### src/design/apbRegPkg.sv
/*
 * Register map and field layout of the APB side of the I2C master.
 * Imported by the register block, the engine and the top level for the
 * divider width, and by the testbench for offsets and status bits.
 */
`default_nettype none

package apbRegPkg;

	// Register offsets on the APB bus
	localparam logic [31:0] ADDR_TX   = 32'd0;
	localparam logic [31:0] ADDR_RX   = 32'd4;
	localparam logic [31:0] ADDR_CFG  = 32'd8;
	localparam logic [31:0] ADDR_STAT = 32'd12;

	// Status register bit positions
	localparam int STAT_TX_EMPTY = 0;
	localparam int STAT_TX_FULL  = 1;
	localparam int STAT_RX_EMPTY = 2;
	localparam int STAT_BUSY     = 3;
	localparam int STAT_ACK_ERR  = 4;
	localparam int STAT_W        = 5;

	// Command layout inside PWDATA on a TX write
	localparam int CMD_DATA_LSB   = 0;
	localparam int CMD_DATA_MSB   = 7;
	localparam int CMD_READ_BIT   = 8;
	localparam int CMD_START_BIT  = 9;
	localparam int CMD_STOP_BIT   = 10;
	localparam int CMD_ACKOUT_BIT = 11;

	// RX read word, ack returned by the target sits above the byte
	localparam int RX_ACK_BIT = 8;

	// Clock divider field of the configuration register
	localparam int DIV_W = 14;

endpackage

`default_nettype wire

### src/design/i2cPkg.sv
/*
 * Types of the I2C side: byte command, receive entry and bus phases.
 * Shared by the register block, both FIFO instances and the engine.
 */
`default_nettype none

package i2cPkg;

	// One byte command as queued in the command FIFO
	typedef struct packed {
		logic       start;
		logic       stop;
		logic       read;
		// Ack driven by the master after a read byte, 1 means nack
		logic       ackOut;
		// Sent on writes, ignored on reads
		logic [7:0] data;
	} i2cCmd_t;

	// Result of one completed command
	typedef struct packed {
		// Target ack on writes, 1 means nack, always 0 on reads
		logic       ack;
		logic [7:0] data;
	} i2cRx_t;

	// Bus phases of the bit sequencer
	typedef enum logic [2:0] {
		PH_IDLE,
		PH_START,
		PH_BIT,
		PH_ACK,
		PH_STOP
	} i2cPhase_e;

endpackage

`default_nettype wire

### src/design/i2cFifo.sv
/*
 * Synchronous FIFO with valid/ready on both sides.
 * The entry type is a parameter, so one module buffers commands and
 * received bytes. A push is visible at the output one cycle later.
 */
`timescale 1ns/1ps
`default_nettype none

module i2cFifo #(
	parameter type         entry_t    = logic [7:0],
	parameter int unsigned FIFO_DEPTH = 4
) (
	input  wire logic   PCLK,
	input  wire logic   PRESETn,
	input  wire logic   inValid,
	input  wire entry_t inData,
	output logic        inReady,
	output logic        outValid,
	output entry_t      outData,
	input  wire logic   outReady,
	output logic        empty,
	output logic        full
);

	localparam int PTR_W = (FIFO_DEPTH > 1) ? $clog2(FIFO_DEPTH) : 1;
	localparam int CNT_W = $clog2(FIFO_DEPTH + 1);

	entry_t             mem [FIFO_DEPTH];
	logic [PTR_W-1:0]   wrPtr;
	logic [PTR_W-1:0]   rdPtr;
	logic [CNT_W-1:0]   count;
	logic               push;
	logic               pop;

	// Flags straight from the occupancy count
	assign empty    = (count == '0);
	assign full     = (count == CNT_W'(FIFO_DEPTH));
	assign inReady  = !full;
	assign outValid = !empty;
	assign outData  = mem[rdPtr];

	assign push = inValid && inReady;
	assign pop  = outValid && outReady;

	// Storage
	always_ff @(posedge PCLK)
	begin
		if (push)
			mem[wrPtr] <= inData;
	end

	// Pointers wrap at the depth, which need not be a power of two
	always_ff @(posedge PCLK)
	begin
		if (!PRESETn)
		begin
			wrPtr <= '0;
			rdPtr <= '0;
			count <= '0;
		end
		else
		begin
			if (push)
				wrPtr <= (wrPtr == PTR_W'(FIFO_DEPTH - 1)) ? '0 : wrPtr + 1'b1;
			if (pop)
				rdPtr <= (rdPtr == PTR_W'(FIFO_DEPTH - 1)) ? '0 : rdPtr + 1'b1;
			// Push and pop together keep the count
			if (push && !pop)
				count <= count + 1'b1;
			else if (pop && !push)
				count <= count - 1'b1;
		end
	end

	// Empty and full both leave the write pointer on the read pointer
	ptrsMeetAtEnds: assert property (@(posedge PCLK) disable iff (!PRESETn)
		empty || full |-> wrPtr == rdPtr);

	// Any other occupancy keeps the pointers apart
	ptrsApartInBetween: assert property (@(posedge PCLK) disable iff (!PRESETn)
		wrPtr == rdPtr |-> empty || full);

endmodule

`default_nettype wire

### src/design/apbI2cRegs.sv
/*
 * Zero-wait APB slave of the I2C master.
 * TX writes become queued byte commands, RX reads pop the receive FIFO,
 * CFG holds the clock divider and STAT reports FIFO and engine state.
 */
`timescale 1ns/1ps
`default_nettype none

module apbI2cRegs
	import apbRegPkg::*, i2cPkg::*;
#(
	parameter int unsigned DIV_RESET = 4
) (
	input  wire logic              PCLK,
	input  wire logic              PRESETn,
	input  wire logic              PSEL,
	input  wire logic              PENABLE,
	input  wire logic              PWRITE,
	input  wire logic [31:0]       PADDR,
	input  wire logic [31:0]       PWDATA,
	output logic      [31:0]       PRDATA,
	output logic                   PREADY,
	output logic                   PSLVERR,
	// Command FIFO push side
	output logic                   cmdValid,
	output i2cCmd_t                cmdData,
	input  wire logic              cmdReady,
	// Receive FIFO pop side
	input  wire logic              rxHeadValid,
	input  wire i2cRx_t            rxHead,
	output logic                   rxPopReady,
	// Engine and FIFO status
	input  wire logic              engineBusy,
	input  wire logic              txEmpty,
	output logic      [DIV_W-1:0]  clkDiv,
	// Status level interrupts
	output logic                   intTx,
	output logic                   intRx
);

	logic              access;
	logic              txWrite;
	logic              rxRead;
	logic              cfgWrite;
	logic              statWrite;
	logic              ackErr;
	logic [STAT_W-1:0] status;

	//////////////////////////////////////////////////////////////////////
	// Access decode
	//////////////////////////////////////////////////////////////////////

	// Second cycle of a transfer
	assign access    = PSEL && PENABLE;
	assign txWrite   = access && PWRITE && (PADDR == ADDR_TX);
	assign rxRead    = access && !PWRITE && (PADDR == ADDR_RX);
	assign cfgWrite  = access && PWRITE && (PADDR == ADDR_CFG);
	assign statWrite = access && PWRITE && (PADDR == ADDR_STAT);

	// No wait states
	assign PREADY = access;

	// Full command FIFO or empty receive FIFO
	assign PSLVERR = (txWrite && !cmdReady) || (rxRead && !rxHeadValid);

	// Push only when there is room, so the command is taken on this edge
	assign cmdValid       = txWrite && cmdReady;
	assign cmdData.data   = PWDATA[CMD_DATA_MSB:CMD_DATA_LSB];
	assign cmdData.read   = PWDATA[CMD_READ_BIT];
	assign cmdData.start  = PWDATA[CMD_START_BIT];
	assign cmdData.stop   = PWDATA[CMD_STOP_BIT];
	assign cmdData.ackOut = PWDATA[CMD_ACKOUT_BIT];

	// Pop the head on the access edge
	assign rxPopReady = rxRead && rxHeadValid;

	//////////////////////////////////////////////////////////////////////
	// Read data
	//////////////////////////////////////////////////////////////////////

	always_comb
	begin
		status                = '0;
		status[STAT_TX_EMPTY] = txEmpty;
		status[STAT_TX_FULL]  = !cmdReady;
		status[STAT_RX_EMPTY] = !rxHeadValid;
		status[STAT_BUSY]     = engineBusy;
		status[STAT_ACK_ERR]  = ackErr;
	end

	always_comb
	begin
		PRDATA = '0;
		case (PADDR)
			ADDR_RX:
			begin
				// Empty FIFO reads as zero
				if (rxHeadValid)
				begin
					PRDATA[7:0]        = rxHead.data;
					PRDATA[RX_ACK_BIT] = rxHead.ack;
				end
			end
			ADDR_CFG:
				PRDATA[DIV_W-1:0] = clkDiv;
			ADDR_STAT:
				PRDATA[STAT_W-1:0] = status;
			default:
				PRDATA = '0;
		endcase
	end

	//////////////////////////////////////////////////////////////////////
	// Configuration and sticky error
	//////////////////////////////////////////////////////////////////////

	always_ff @(posedge PCLK)
	begin
		if (!PRESETn)
		begin
			clkDiv <= DIV_W'(DIV_RESET);
			ackErr <= 1'b0;
		end
		else
		begin
			if (cfgWrite)
				clkDiv <= PWDATA[DIV_W-1:0];
			// Nack seen by the host on a popped write entry
			if (rxPopReady && rxHead.ack)
				ackErr <= 1'b1;
			else if (statWrite)
				ackErr <= 1'b0;
		end
	end

	// TX done when nothing queued and the engine has finished
	assign intTx = txEmpty && !engineBusy;
	assign intRx = rxHeadValid;

	// Error response only in an access cycle that follows its setup cycle
	slvErrInAccess: assert property (@(posedge PCLK) disable iff (!PRESETn)
		PSLVERR |-> PSEL && PENABLE && $past(PSEL && !PENABLE));

	// One TX transfer queues at most one command
	onePushPerTransfer: assert property (@(posedge PCLK) disable iff (!PRESETn)
		cmdValid |=> !cmdValid);

endmodule

`default_nettype wire

### src/design/i2cMasterEngine.sv
/*
 * Bit-level I2C master: runs one byte command at a time on open-drain pads.
 * Each bit is four quarters of clkDiv+1 cycles. A command gives an optional
 * start, eight bits MSB first, an ack bit and an optional stop, then one
 * receive entry. Pad enables pull the line low when high.
 */
`timescale 1ns/1ps
`default_nettype none

module i2cMasterEngine
	import apbRegPkg::*, i2cPkg::*;
(
	input  wire logic             PCLK,
	input  wire logic             PRESETn,
	input  wire logic [DIV_W-1:0] clkDiv,
	// Command in
	input  wire logic             cmdValid,
	input  wire i2cCmd_t          cmd,
	output logic                  cmdReady,
	// Result out
	output logic                  rxValid,
	output i2cRx_t                rxData,
	input  wire logic             rxReady,
	output logic                  busy,
	// Pads
	output logic                  sclOe,
	output logic                  sdaOe,
	input  wire logic             sclIn,
	input  wire logic             sdaIn
);

	i2cPhase_e        phase;
	logic [DIV_W-1:0] divCnt;
	logic [1:0]       qCnt;
	logic [2:0]       bitCnt;
	logic             busOwned;
	logic             tick;
	logic             canAccept;
	logic             lastQuarter;
	i2cCmd_t          cmdReg;
	logic [7:0]       shiftReg;
	logic             ackBit;

	//////////////////////////////////////////////////////////////////////
	// Handshakes and quarter tick
	//////////////////////////////////////////////////////////////////////

	// Next command only after the last result is handed over and
	// the receive FIFO has room for the new one
	assign canAccept = (phase == PH_IDLE) && !rxValid && rxReady;
	assign cmdReady  = cmdValid && canAccept;
	assign busy      = (phase != PH_IDLE) || rxValid;

	// >= so a divider lowered mid-bit cannot run the counter round
	assign tick        = (phase != PH_IDLE) && (divCnt >= clkDiv);
	assign lastQuarter = tick && (qCnt == 2'd3);

	//////////////////////////////////////////////////////////////////////
	// Phase FSM
	//////////////////////////////////////////////////////////////////////

	always_ff @(posedge PCLK)
	begin
		if (!PRESETn)
		begin
			phase    <= PH_IDLE;
			divCnt   <= '0;
			qCnt     <= '0;
			bitCnt   <= '0;
			busOwned <= 1'b0;
			rxValid  <= 1'b0;
		end
		else
		begin
			if (rxValid && rxReady)
				rxValid <= 1'b0;
			if (phase == PH_IDLE)
			begin
				if (cmdReady)
				begin
					phase  <= cmd.start ? PH_START : PH_BIT;
					divCnt <= '0;
					qCnt   <= '0;
					bitCnt <= 3'd7;
				end
			end
			else if (!tick)
				divCnt <= divCnt + 1'b1;
			else
			begin
				divCnt <= '0;
				qCnt   <= qCnt + 1'b1;
				if (qCnt == 2'd3)
				begin
					case (phase)
						PH_START:
						begin
							phase    <= PH_BIT;
							busOwned <= 1'b1;
						end
						PH_BIT:
						begin
							if (bitCnt == 3'd0)
								phase <= PH_ACK;
							else
								bitCnt <= bitCnt - 1'b1;
						end
						PH_ACK:
						begin
							// Without stop the bus stays owned, SCL held low
							if (cmdReg.stop)
								phase <= PH_STOP;
							else
							begin
								phase   <= PH_IDLE;
								rxValid <= 1'b1;
							end
						end
						PH_STOP:
						begin
							phase    <= PH_IDLE;
							busOwned <= 1'b0;
							rxValid  <= 1'b1;
						end
						default:
							phase <= PH_IDLE;
					endcase
				end
			end
		end
	end

	//////////////////////////////////////////////////////////////////////
	// Data path
	//////////////////////////////////////////////////////////////////////

	always_ff @(posedge PCLK)
	begin
		if (cmdReady)
		begin
			cmdReg   <= cmd;
			shiftReg <= cmd.data;
		end
		else if (tick && phase == PH_BIT)
		begin
			// Reads sample at the end of the SCL rising quarter
			if (cmdReg.read && qCnt == 2'd1)
				shiftReg <= {shiftReg[6:0], sdaIn};
			// Writes move to the next bit while SCL is low
			else if (!cmdReg.read && qCnt == 2'd3)
				shiftReg <= {shiftReg[6:0], 1'b0};
		end
		// Target ack, high means nack
		if (tick && phase == PH_ACK && qCnt == 2'd1)
			ackBit <= sdaIn;
		if (lastQuarter && phase == PH_ACK)
		begin
			rxData.data <= cmdReg.read ? shiftReg : cmdReg.data;
			rxData.ack  <= cmdReg.read ? 1'b0 : ackBit;
		end
	end

	//////////////////////////////////////////////////////////////////////
	// Pad drive
	//////////////////////////////////////////////////////////////////////

	// SCL low in quarters 0 and 3, high in 1 and 2
	always_comb
	begin
		sclOe = 1'b0;
		sdaOe = 1'b0;
		case (phase)
			PH_IDLE:
				sclOe = busOwned;
			PH_START:
			begin
				// Repeated start first lets SDA up while SCL is still low
				sclOe = (qCnt == 2'd0) ? busOwned : (qCnt == 2'd3);
				// SDA falls in quarter 2 with SCL high
				sdaOe = (qCnt >= 2'd2);
			end
			PH_BIT:
			begin
				sclOe = (qCnt == 2'd0) || (qCnt == 2'd3);
				sdaOe = !cmdReg.read && !shiftReg[7];
			end
			PH_ACK:
			begin
				sclOe = (qCnt == 2'd0) || (qCnt == 2'd3);
				// Master acks a read byte unless ackOut asks for nack
				sdaOe = cmdReg.read && !cmdReg.ackOut;
			end
			PH_STOP:
			begin
				sclOe = (qCnt == 2'd0);
				// SDA rises in quarter 2 with SCL high
				sdaOe = (qCnt <= 2'd1);
			end
			default:
			begin
				sclOe = 1'b0;
				sdaOe = 1'b0;
			end
		endcase
	end

	// Outside start and stop, SDA only moves while the SCL line is low
	sdaStableOnSclHigh: assert property (@(posedge PCLK) disable iff (!PRESETn)
		$changed(sdaOe) && !(phase inside {PH_START, PH_STOP})
			&& !($past(phase) inside {PH_START, PH_STOP})
		|-> !sclIn && !$past(sclIn));

endmodule

`default_nettype wire

### src/design/apbI2cTop.sv
/*
 * APB-attached I2C master top level.
 * Register block feeds a command FIFO, the engine drains it and returns
 * results through a receive FIFO. Pads are open-drain enables.
 */
`timescale 1ns/1ps
`default_nettype none

module apbI2cTop
	import apbRegPkg::*, i2cPkg::*;
#(
	parameter int unsigned FIFO_DEPTH = 4,
	parameter int unsigned DIV_RESET  = 4
) (
	input  wire logic        PCLK,
	input  wire logic        PRESETn,
	input  wire logic        PSEL,
	input  wire logic        PENABLE,
	input  wire logic        PWRITE,
	input  wire logic [31:0] PADDR,
	input  wire logic [31:0] PWDATA,
	output logic      [31:0] PRDATA,
	output logic             PREADY,
	output logic             PSLVERR,
	output logic             intTx,
	output logic             intRx,
	output logic             sclOe,
	output logic             sdaOe,
	input  wire logic        sclIn,
	input  wire logic        sdaIn
);

	// Register block to command FIFO
	logic             cmdValid;
	i2cCmd_t          cmdData;
	logic             cmdReady;
	// Command FIFO to engine
	logic             cmdOutValid;
	i2cCmd_t          cmdOut;
	logic             cmdOutReady;
	// Engine to receive FIFO
	logic             rxValid;
	i2cRx_t           rxData;
	logic             rxReady;
	// Receive FIFO to register block
	logic             rxHeadValid;
	i2cRx_t           rxHead;
	logic             rxPopReady;
	// Status and configuration
	logic             txEmpty;
	logic             engineBusy;
	logic [DIV_W-1:0] clkDiv;

	apbI2cRegs #(
		.DIV_RESET (DIV_RESET)
	) uRegs (
		.PCLK        (PCLK),
		.PRESETn     (PRESETn),
		.PSEL        (PSEL),
		.PENABLE     (PENABLE),
		.PWRITE      (PWRITE),
		.PADDR       (PADDR),
		.PWDATA      (PWDATA),
		.PRDATA      (PRDATA),
		.PREADY      (PREADY),
		.PSLVERR     (PSLVERR),
		.cmdValid    (cmdValid),
		.cmdData     (cmdData),
		.cmdReady    (cmdReady),
		.rxHeadValid (rxHeadValid),
		.rxHead      (rxHead),
		.rxPopReady  (rxPopReady),
		.engineBusy  (engineBusy),
		.txEmpty     (txEmpty),
		.clkDiv      (clkDiv),
		.intTx       (intTx),
		.intRx       (intRx)
	);

	// Commands towards the bus
	i2cFifo #(
		.entry_t    (i2cCmd_t),
		.FIFO_DEPTH (FIFO_DEPTH)
	) uCmdFifo (
		.PCLK     (PCLK),
		.PRESETn  (PRESETn),
		.inValid  (cmdValid),
		.inData   (cmdData),
		.inReady  (cmdReady),
		.outValid (cmdOutValid),
		.outData  (cmdOut),
		.outReady (cmdOutReady),
		.empty    (txEmpty),
		.full     ()
	);

	i2cMasterEngine uEngine (
		.PCLK     (PCLK),
		.PRESETn  (PRESETn),
		.clkDiv   (clkDiv),
		.cmdValid (cmdOutValid),
		.cmd      (cmdOut),
		.cmdReady (cmdOutReady),
		.rxValid  (rxValid),
		.rxData   (rxData),
		.rxReady  (rxReady),
		.busy     (engineBusy),
		.sclOe    (sclOe),
		.sdaOe    (sdaOe),
		.sclIn    (sclIn),
		.sdaIn    (sdaIn)
	);

	// Results back to the host
	i2cFifo #(
		.entry_t    (i2cRx_t),
		.FIFO_DEPTH (FIFO_DEPTH)
	) uRxFifo (
		.PCLK     (PCLK),
		.PRESETn  (PRESETn),
		.inValid  (rxValid),
		.inData   (rxData),
		.inReady  (rxReady),
		.outValid (rxHeadValid),
		.outData  (rxHead),
		.outReady (rxPopReady),
		.empty    (),
		.full     ()
	);

endmodule

`default_nettype wire

### config.mk
export PLATFORM = sky130hd
export DESIGN_NAME = apbI2cTop
export DESIGN_NICKNAME = d
export VERILOG_FILES = /design/src/design/apbRegPkg.sv /design/src/design/i2cPkg.sv /design/src/design/i2cFifo.sv /design/src/design/apbI2cRegs.sv /design/src/design/i2cMasterEngine.sv /design/src/design/apbI2cTop.sv
export SDC_FILE = /design/constraint.sdc
export NUM_CORES = 1
export LEC_CHECK = 0
export BUFFER_PORTS_ARGS = -buffer_cell sky130_fd_sc_hd__buf_4
export CORE_AREA = 2 2 123 125
export DETAILED_ROUTE_END_ITERATION = 16
export DIE_AREA = 0 0 125 127
export HOLD_SLACK_MARGIN = 0.03
export PLACE_DENSITY = 0.76
export SLEW_MARGIN = 20
export SYNTH_ARGS = -nofsm -noshare
export SYNTH_HDL_FRONTEND = slang
export SYNTH_SLANG_ARGS = --single-unit
### constraint.sdc
create_clock -name PCLK -period 4.2 [get_ports PCLK]
set_clock_uncertainty 0.1 [all_clocks]
set_input_delay 0.42 -clock PCLK [delete_from_list [all_inputs] [get_ports PCLK]]
set_output_delay 0.42 -clock PCLK [all_outputs]
set_load 0.01 [all_outputs]
# Word-level counts from Yosys, hierarchy flattened
# Memory sizes are Yosys's and may differ from the RTL's. A register that Yosys moved wholly into a read port is not among the register bits.
# Cells that the tools add are included.
[totals]
regBits = 82
latch_bits = 0
ramBits = 84
rom_bits = 0
out_inout_bits = 38
elab_cells = 187
memories = 2
[classes]
n_addsub = 11
mul = 0
div_mod_pow = 0
magnitude_cmp = 3
n_eq_ne = 18
n_shift = 0
n_mux = 57
bitwise = 1
n_reduce_logical = 73
[memory_table]
columns = ["memory", "words", "width", "rd", "rd_clocked_by_memory_dff", "wr", "line_no", "text"]
rows = [
  ["uCmdFifo.mem", 4, 12, 1, 1, 1, "i2cFifo.sv:28", "entry_t mem [FIFO_DEPTH];"],
  ["uRxFifo.mem", 4, 9, 1, 1, 1, "i2cFifo.sv:28", ""],
]
[op_table]
columns = ["op", "n"]
rows = [
  ["$eq A32 B4 Y1 const B", 2],
  ["$mux W3", 16],
  ["$mux W14", 3],
  ["$mux W8", 5],
  ["$logic_and A1 B1 Y1", 34],
  ["$eq A32 B3 Y1 const B", 1],
  ["$logic_not A32 Y1", 1],
  ["$mux W2", 12],
  ["$reduce_bool A2 Y1", 8],
  ["$pmux W5 S3", 1],
  ["$add A14 B1 Y14 const B", 1],
  ["$ge A14 B14 Y1", 1],
  ["$logic_not A1 Y1", 14],
  ["$logic_not A3 Y1", 4],
  ["$mux W1", 12],
  ["$add A2 B1 Y2 const B", 5],
  ["$eq A2 B2 Y1 const B", 5],
  ["$eq A3 B3 Y1 const B", 3],
  ["$mux W9", 1],
  ["$pmux W3 S3", 1],
  ["$sub A3 B1 Y3 const B", 3],
  ["$pmux W1 S4", 2],
  ["$pmux W4 S2", 1],
  ["$reduce_and A4 Y1", 2],
  ["other kinds (18)", 25],
]

# Longest topological paths before layout
[depth]
depth_word = 9
mapped_depth = 12
ltp_nobuf = 11

# By module
# From an unflattened synthesis, not the netlist that was laid out.
[hier_totals]
cells_unflattened = 653
hier_area_um2 = 8269.2
[by_module_without_submodules]
columns = ["module", "n_inst", "cells_each", "area_each_um2", "seq_area_each_um2"]
rows = [
  ["i2cMasterEngine", 1, 285, 2926.6, 1351.3],
  ["i2cFifo (uCmdFifo)", 1, 115, 2208.4, 1621.6],
  ["i2cFifo (uRxFifo)", 1, 100, 1778.0, 1261.2],
  ["apbI2cRegs", 1, 153, 1356.3, 300.3],
]

# Worst setup path after synthesis
# OpenSTA, ideal clock, no wires.
[synth_timing]
path_kind = "in2reg"
from = "in PADDR[25]"
to = "reg uRxFifo.count[2]"
arrival_ns = 2.841
required_ns = 4.029
slack_ns = 1.189
cell_stages = 12
cell_sequence = "nor4_1 > nand4_1 > or4b_1 > buf_2 > or3_1 > clkbuf_2 > ha_1 > inv_1 > fa_1 > xor2_1 > or3_1 > a21oi_1"
[synth_between]
elab_chain_len = 7
word_cells_on_any_way = 9
cone_classes = "eq/ne (1); mux (1); reduce/logical (7)"
[synth_rtl]
columns = ["element", "line_no", "text"]
rows = [
  ["from (decl)", "apbI2cTop.sv:20", "input wire logic [31:0] PADDR,"],
  ["$eq A32 B3 Y1 *", "apbI2cRegs.sv:56", "assign rxRead = access && !PWRITE && (PADDR == ADDR_RX);"],
  ["$logic_and A1 B1 Y1 *", "apbI2cRegs.sv:56", ""],
  ["$logic_and A1 B1 Y1 *", "apbI2cRegs.sv:75", "assign rxPopReady = rxRead && rxHeadValid;"],
  ["$logic_and A1 B1 Y1 *", "i2cFifo.sv:43", "assign pop = outValid && outReady;"],
  ["$logic_not A1 Y1", "i2cFifo.sv:68", "if (push && !pop)"],
  ["$logic_and A1 B1 Y1", "i2cFifo.sv:68", ""],
  ["$mux W3 or $reduce_bool A2 Y1 (tied branches)", "--", ""],
  ["to (signal assigned)", "i2cFifo.sv:69", "count <= count + 1'b1;"],
  ["to (signal assigned)", "i2cFifo.sv:71", "count <= count - 1'b1;"],
  ["to (decl)", "i2cFifo.sv:31", "logic [CNT_W-1:0] count;"],
]
# Mark *: on every way between the ends. The rest lies on a longest branch, timed or not.
# A chain may end at the register's enable or synchronous reset.

# Worst setup path after layout
[layout_timing]
from = "in PADDR[13]"
to = "reg uCmdFifo.count[2]"
[layout_between]
elab_chain_len = 7
word_cells_on_any_way = 9
cone_classes = "mux (1); reduce/logical (8)"
[layout_rtl]
columns = ["element", "line_no", "text"]
rows = [
  ["$logic_not A32 Y1 *", "apbI2cRegs.sv:55", "assign txWrite = access && PWRITE && (PADDR == ADDR_TX);"],
  ["$logic_and A1 B1 Y1 *", "apbI2cRegs.sv:55", ""],
  ["$logic_and A1 B1 Y1 *", "apbI2cRegs.sv:67", "assign cmdValid = txWrite && cmdReady;"],
  ["$logic_and A1 B1 Y1 *", "i2cFifo.sv:42", "assign push = inValid && inReady;"],
  ["$logic_not A1 Y1", "i2cFifo.sv:70", "else if (pop && !push)"],
  ["$logic_and A1 B1 Y1", "i2cFifo.sv:70", ""],
  ["$reduce_bool A2 Y1 (no line)", "--", ""],
  ["to (signal assigned)", "i2cFifo.sv:69", ""],
  ["to (signal assigned)", "i2cFifo.sv:71", ""],
  ["to (decl)", "i2cFifo.sv:31", ""],
]
# Marked as above.

==> impl_summary.txt <==
----------------------------------------------------
[Synthesis]
  Cells after Synth ... ~640
  Most used flip-flop cell after synthesis ... edfxtp_1
  Total of flip-flops plus latches after synthesis ... between 150 and 200
  Netlist cell types ... 58
  Share of flip-flops with an asynchronous set or reset after synthesis ... 0
  Post-synth EDFFs ... between 100 and 150
  Sequential share of the synthesized area ... 0.580
  Cell area after synthesis ... approximately 7800 sq um
  Total number of yosys warnings ... 0
  Mean Syn Cell Area ... 12.2 sq um

[Outcome]
  Outcome ... completed

[Critical path]
  Crit-path leading delay family ... simple AND/OR/NAND/NOR gates
  Data arrival time of the critical path ... 3.47 ns
  Worst setup path endpoint ... uCmdFifo.count[2]$_SDFFE_PN0P_
  Worst path depth ... 11
  Maximum fanout along the worst path ... 7
  Critical Path RT ... approximately 4.5 ns
  Crit-path slowest cell ... and3_1
  Slack of the worst reg-to-reg path ... 1.08 ns
  Critical path cell sequence ... buf_4, nor4_1, nand4_1, nor3_1, and3_1, ha_1, inv_1, fa_1, xor2_1, or3_1, a21oi_1
  Cell depth of the worst flop-to-flop path ... 10
  Endpoint of the lowest-slack register-to-register path ... uRxFifo.count[2]$_SDFFE_PN0P_
  Crit end category ... register
  Startpoint class of the critical path ... primary input
  Crit-path max cell delay ... 0.52 ns
  Start of the worst register-to-register path ... uRxFifo.count[0]$_SDFFE_PN0P_
  Critical path origin ... PADDR[13]
  Bufs and invs on worst path ... 2
  Kind of critical path ... in2reg

[Worst hold path]
  Class of the tightest hold or removal check ... in2reg

[Routing]
  DRC Markers ... 0
  Post-DR wirelength/cell ... 17.7 um
  Routed via count ... 5,149
  Via count normalized by instance count ... 5.67
  Number of design-rule violations left by the first detailed-router iteration ... around 510
  Routed Antenna Nets ... 0
  Final wirelength ... 16,100 um
  Number of iterations in the first detailed-routing pass ... 5

[Power and ir drop]
  Worst VDD drop ... around 0.00030 V
  Total power draw ... 4.58 mW
  Total power divided by cell area ... 508 nW/um^2
  Lkg Pwr ... 3.52 nW

[Cells and area]
  Design area ... 9010 sq um
  Final core utilization ... 0.625
  Sequential cell area ... about 4500 sq um
  Fraction of final layout cells sized beyond drive strength 1 ... 0.206
  Final nets ... 817
  Leading cell type in the layout, fill and taps excluded ... edfxtp_1
  Area overhead of the layout relative to synthesis ... 15.3%
  Count of placed standard cells in the final layout, fillers left out ... 908
  Filler Cells Inserted ... ~1,100
  Multi-input gate area ... roughly 2900 sq um
  Leading cell types in the layout, fill and taps excluded ... 113 x edfxtp_1, 78 x buf_4, 59 x nand2_1, 57 x dfxtp_1, 48 x nor2_1
  Diode insertion count for antenna repair ... 0

[Global routing]
  First-pass GRT wire length ... 25,700 um
  Maximum number of pins on one net before global-route repair ... 38
  Vias in the first global route ... 5,063
  Gr usage total ... 0.210
  Total grt overflow ... 0
  Antenna violations before repair ... 0

[Floorplanning]
  X dimension of the die ... 125 um
  Number of placement rows ... 44
  Effective utilization at floorplan ... 0.542
  Total I/O pin count ... 109
  DIE AREA ... 15,900 sq um
  CORE AREA ... between 10,000 and 15,000 sq um
  Die Y ... ~130 um

[Timing]
  Unrepaired setup endpoints after global routing ... false
  Normalized max-slew margin ... 0.494
  Highest attainable clock frequency ... 0.311 GHz
  Post-Route Setup TNS ... 0 ns
  Tcrit/Tclk final ... 0.767
  Final hold violation count ... 0
  Worst hold margin ... 0.106 ns
  Transition time at the pin with the least slew margin ... ~0.76 ns
  Final Setup Violations ... 0
  Final period demand of the worst path ... 3.22 ns
  Least setup slack across all paths after layout ... around 1 ns
  Max-slew violations ... 0

[Clocking]
  Clock H-tree levels ... 4
  Setup fix buffers added after clock tree synthesis ... 0
  Clock net sink count ... 170
  Clock slew seen by the registers of the worst setup and hold paths ... 0.06 ns
  Clock Root Buffer ... clkbuf_16
  Post-cts hold buffer count ... 0
  TritonCTS buffer count ... 17
  Worst skew pair latency ... approximately 0.43 ns
  Gates resized, CTS repair ... 0
  Buffer depth of the longest clock path ... 2
  Clock tree from TritonCTS ... yes

[Place]
  Total placed cells including tap cells ... 876
  DP Worst Slack ... 0.590 ns
  DP Area ... 8460 sq um
  Gpl congestion ... 0.901
  Post-detailed-placement half-perimeter wirelength ... around 11,000 um
  Number of input and output port buffers inserted ... 71

[Run]
  Number of max-cap violations ... 0

----------------------------------------------------
==> flip-flops by register name (all words and copies together), names as in the netlist, named ones only <==
register	flops
uRxFifo.wrPtr	2
uRxFifo.count	3
uEngine.shiftReg	8
uEngine.phase	3
uCmdFifo.mem	48
uRxFifo.mem	36
uRxFifo.rdPtr	2
uCmdFifo.rdPtr	2
uEngine.bitCnt	3
uEngine.divCnt	14
uEngine.busOwned	1
uRegs.clkDiv	14
uEngine.rxData	9
uCmdFifo.wrPtr	2
uEngine.rxValid	1
uRegs.ackErr	1
uEngine.ackBit	1
uEngine.qCnt	2
uCmdFifo.count	3
uEngine.cmdReg	11
==> layout make-up <==
class,count,area share
flip-flops and latches,170,0.503
clock buffers,17,0.0472
repair buffers,78,0.0650
well taps,184,0.0255
inverters,44,0.0183
multi-input cells,400,0.327
clock inverters,15,0.0136
==> synthesized netlist by cell type, types with 14 or more instances <==
cell,number,area [sq um]
mux4_2,21,473
o21ai_0,18,90.1
buf_4,18,135
and2_1,14,87.6
ha_1,33,413
edfxtp_1,113,3390
dfxtp_1,57,1140
inv_1,43,161
clkbuf_1,17,63.8
nand2_1,59,221
mux2i_1,21,210
a21oi_1,25,125
nor2_1,48,180
nor3_1,15,75.1
==> logic make-up (layout without fill, tap and decap cells) <==
group,count (synthesis),count (layout),synth area share
simple gates,206,206,0.132
flops,170,170,0.580
buf+inv,88,154,0.0512
compound gates,85,85,0.0721
mux,51,51,0.100
fa+ha+maj,35,35,0.0580
xor+xnor,5,5,0.00560
other cells,1,18,0.000480
==> where the power goes <==
group	switching [mW]	internal, mW
registers	0.135	2.01
clock network	0.642	0.813
logic	0.556	0.426
total	1.33	3.25
==> worst reg2reg max path, cell delays in order (launching register included) <==
cell and delay (ns):
dfxtp_1 0.41, or3_1 0.23, and2_1 0.22, or4b_1 0.61, or3_1 0.45, ha_1 0.26
inv_1 0.07, fa_1 0.18, xor2_1 0.08, or3_1 0.30, a21oi_1 0.14
==> per-layer routing <==
metal | vias up | routed length (um) | GRT usage
met5 | - | 0 | 0
li1 | 2451 | - | -
met3 | 19 | 1160 | 0.0595
met4 | 0 | 191 | 0.0667
met1 | 2504 | 6650 | 0.255
met2 | 175 | 8110 | 0.366
==> how the worst min path moves through the flow <==
stage	startpoint	to	depth (start not counted)
after CTS	PWDATA[10]	uCmdFifo.mem[1][10]$_DFFE_PP_	1
after global placement	uRegs.ackErr$_SDFFE_PN0P_	uRegs.ackErr$_SDFFE_PN0P_	2
after detailed placement	uRegs.ackErr$_SDFFE_PN0P_	uRegs.ackErr$_SDFFE_PN0P_	2
final	PWDATA[10]	uCmdFifo.mem[1][10]$_DFFE_PP_	1
after floorplan	uRegs.ackErr$_SDFFE_PN0P_	uRegs.ackErr$_SDFFE_PN0P_	2
after global routing	sdaIn	uEngine.ackBit$_DFFE_PP_	1
Power figures use the tool's default switching activity.
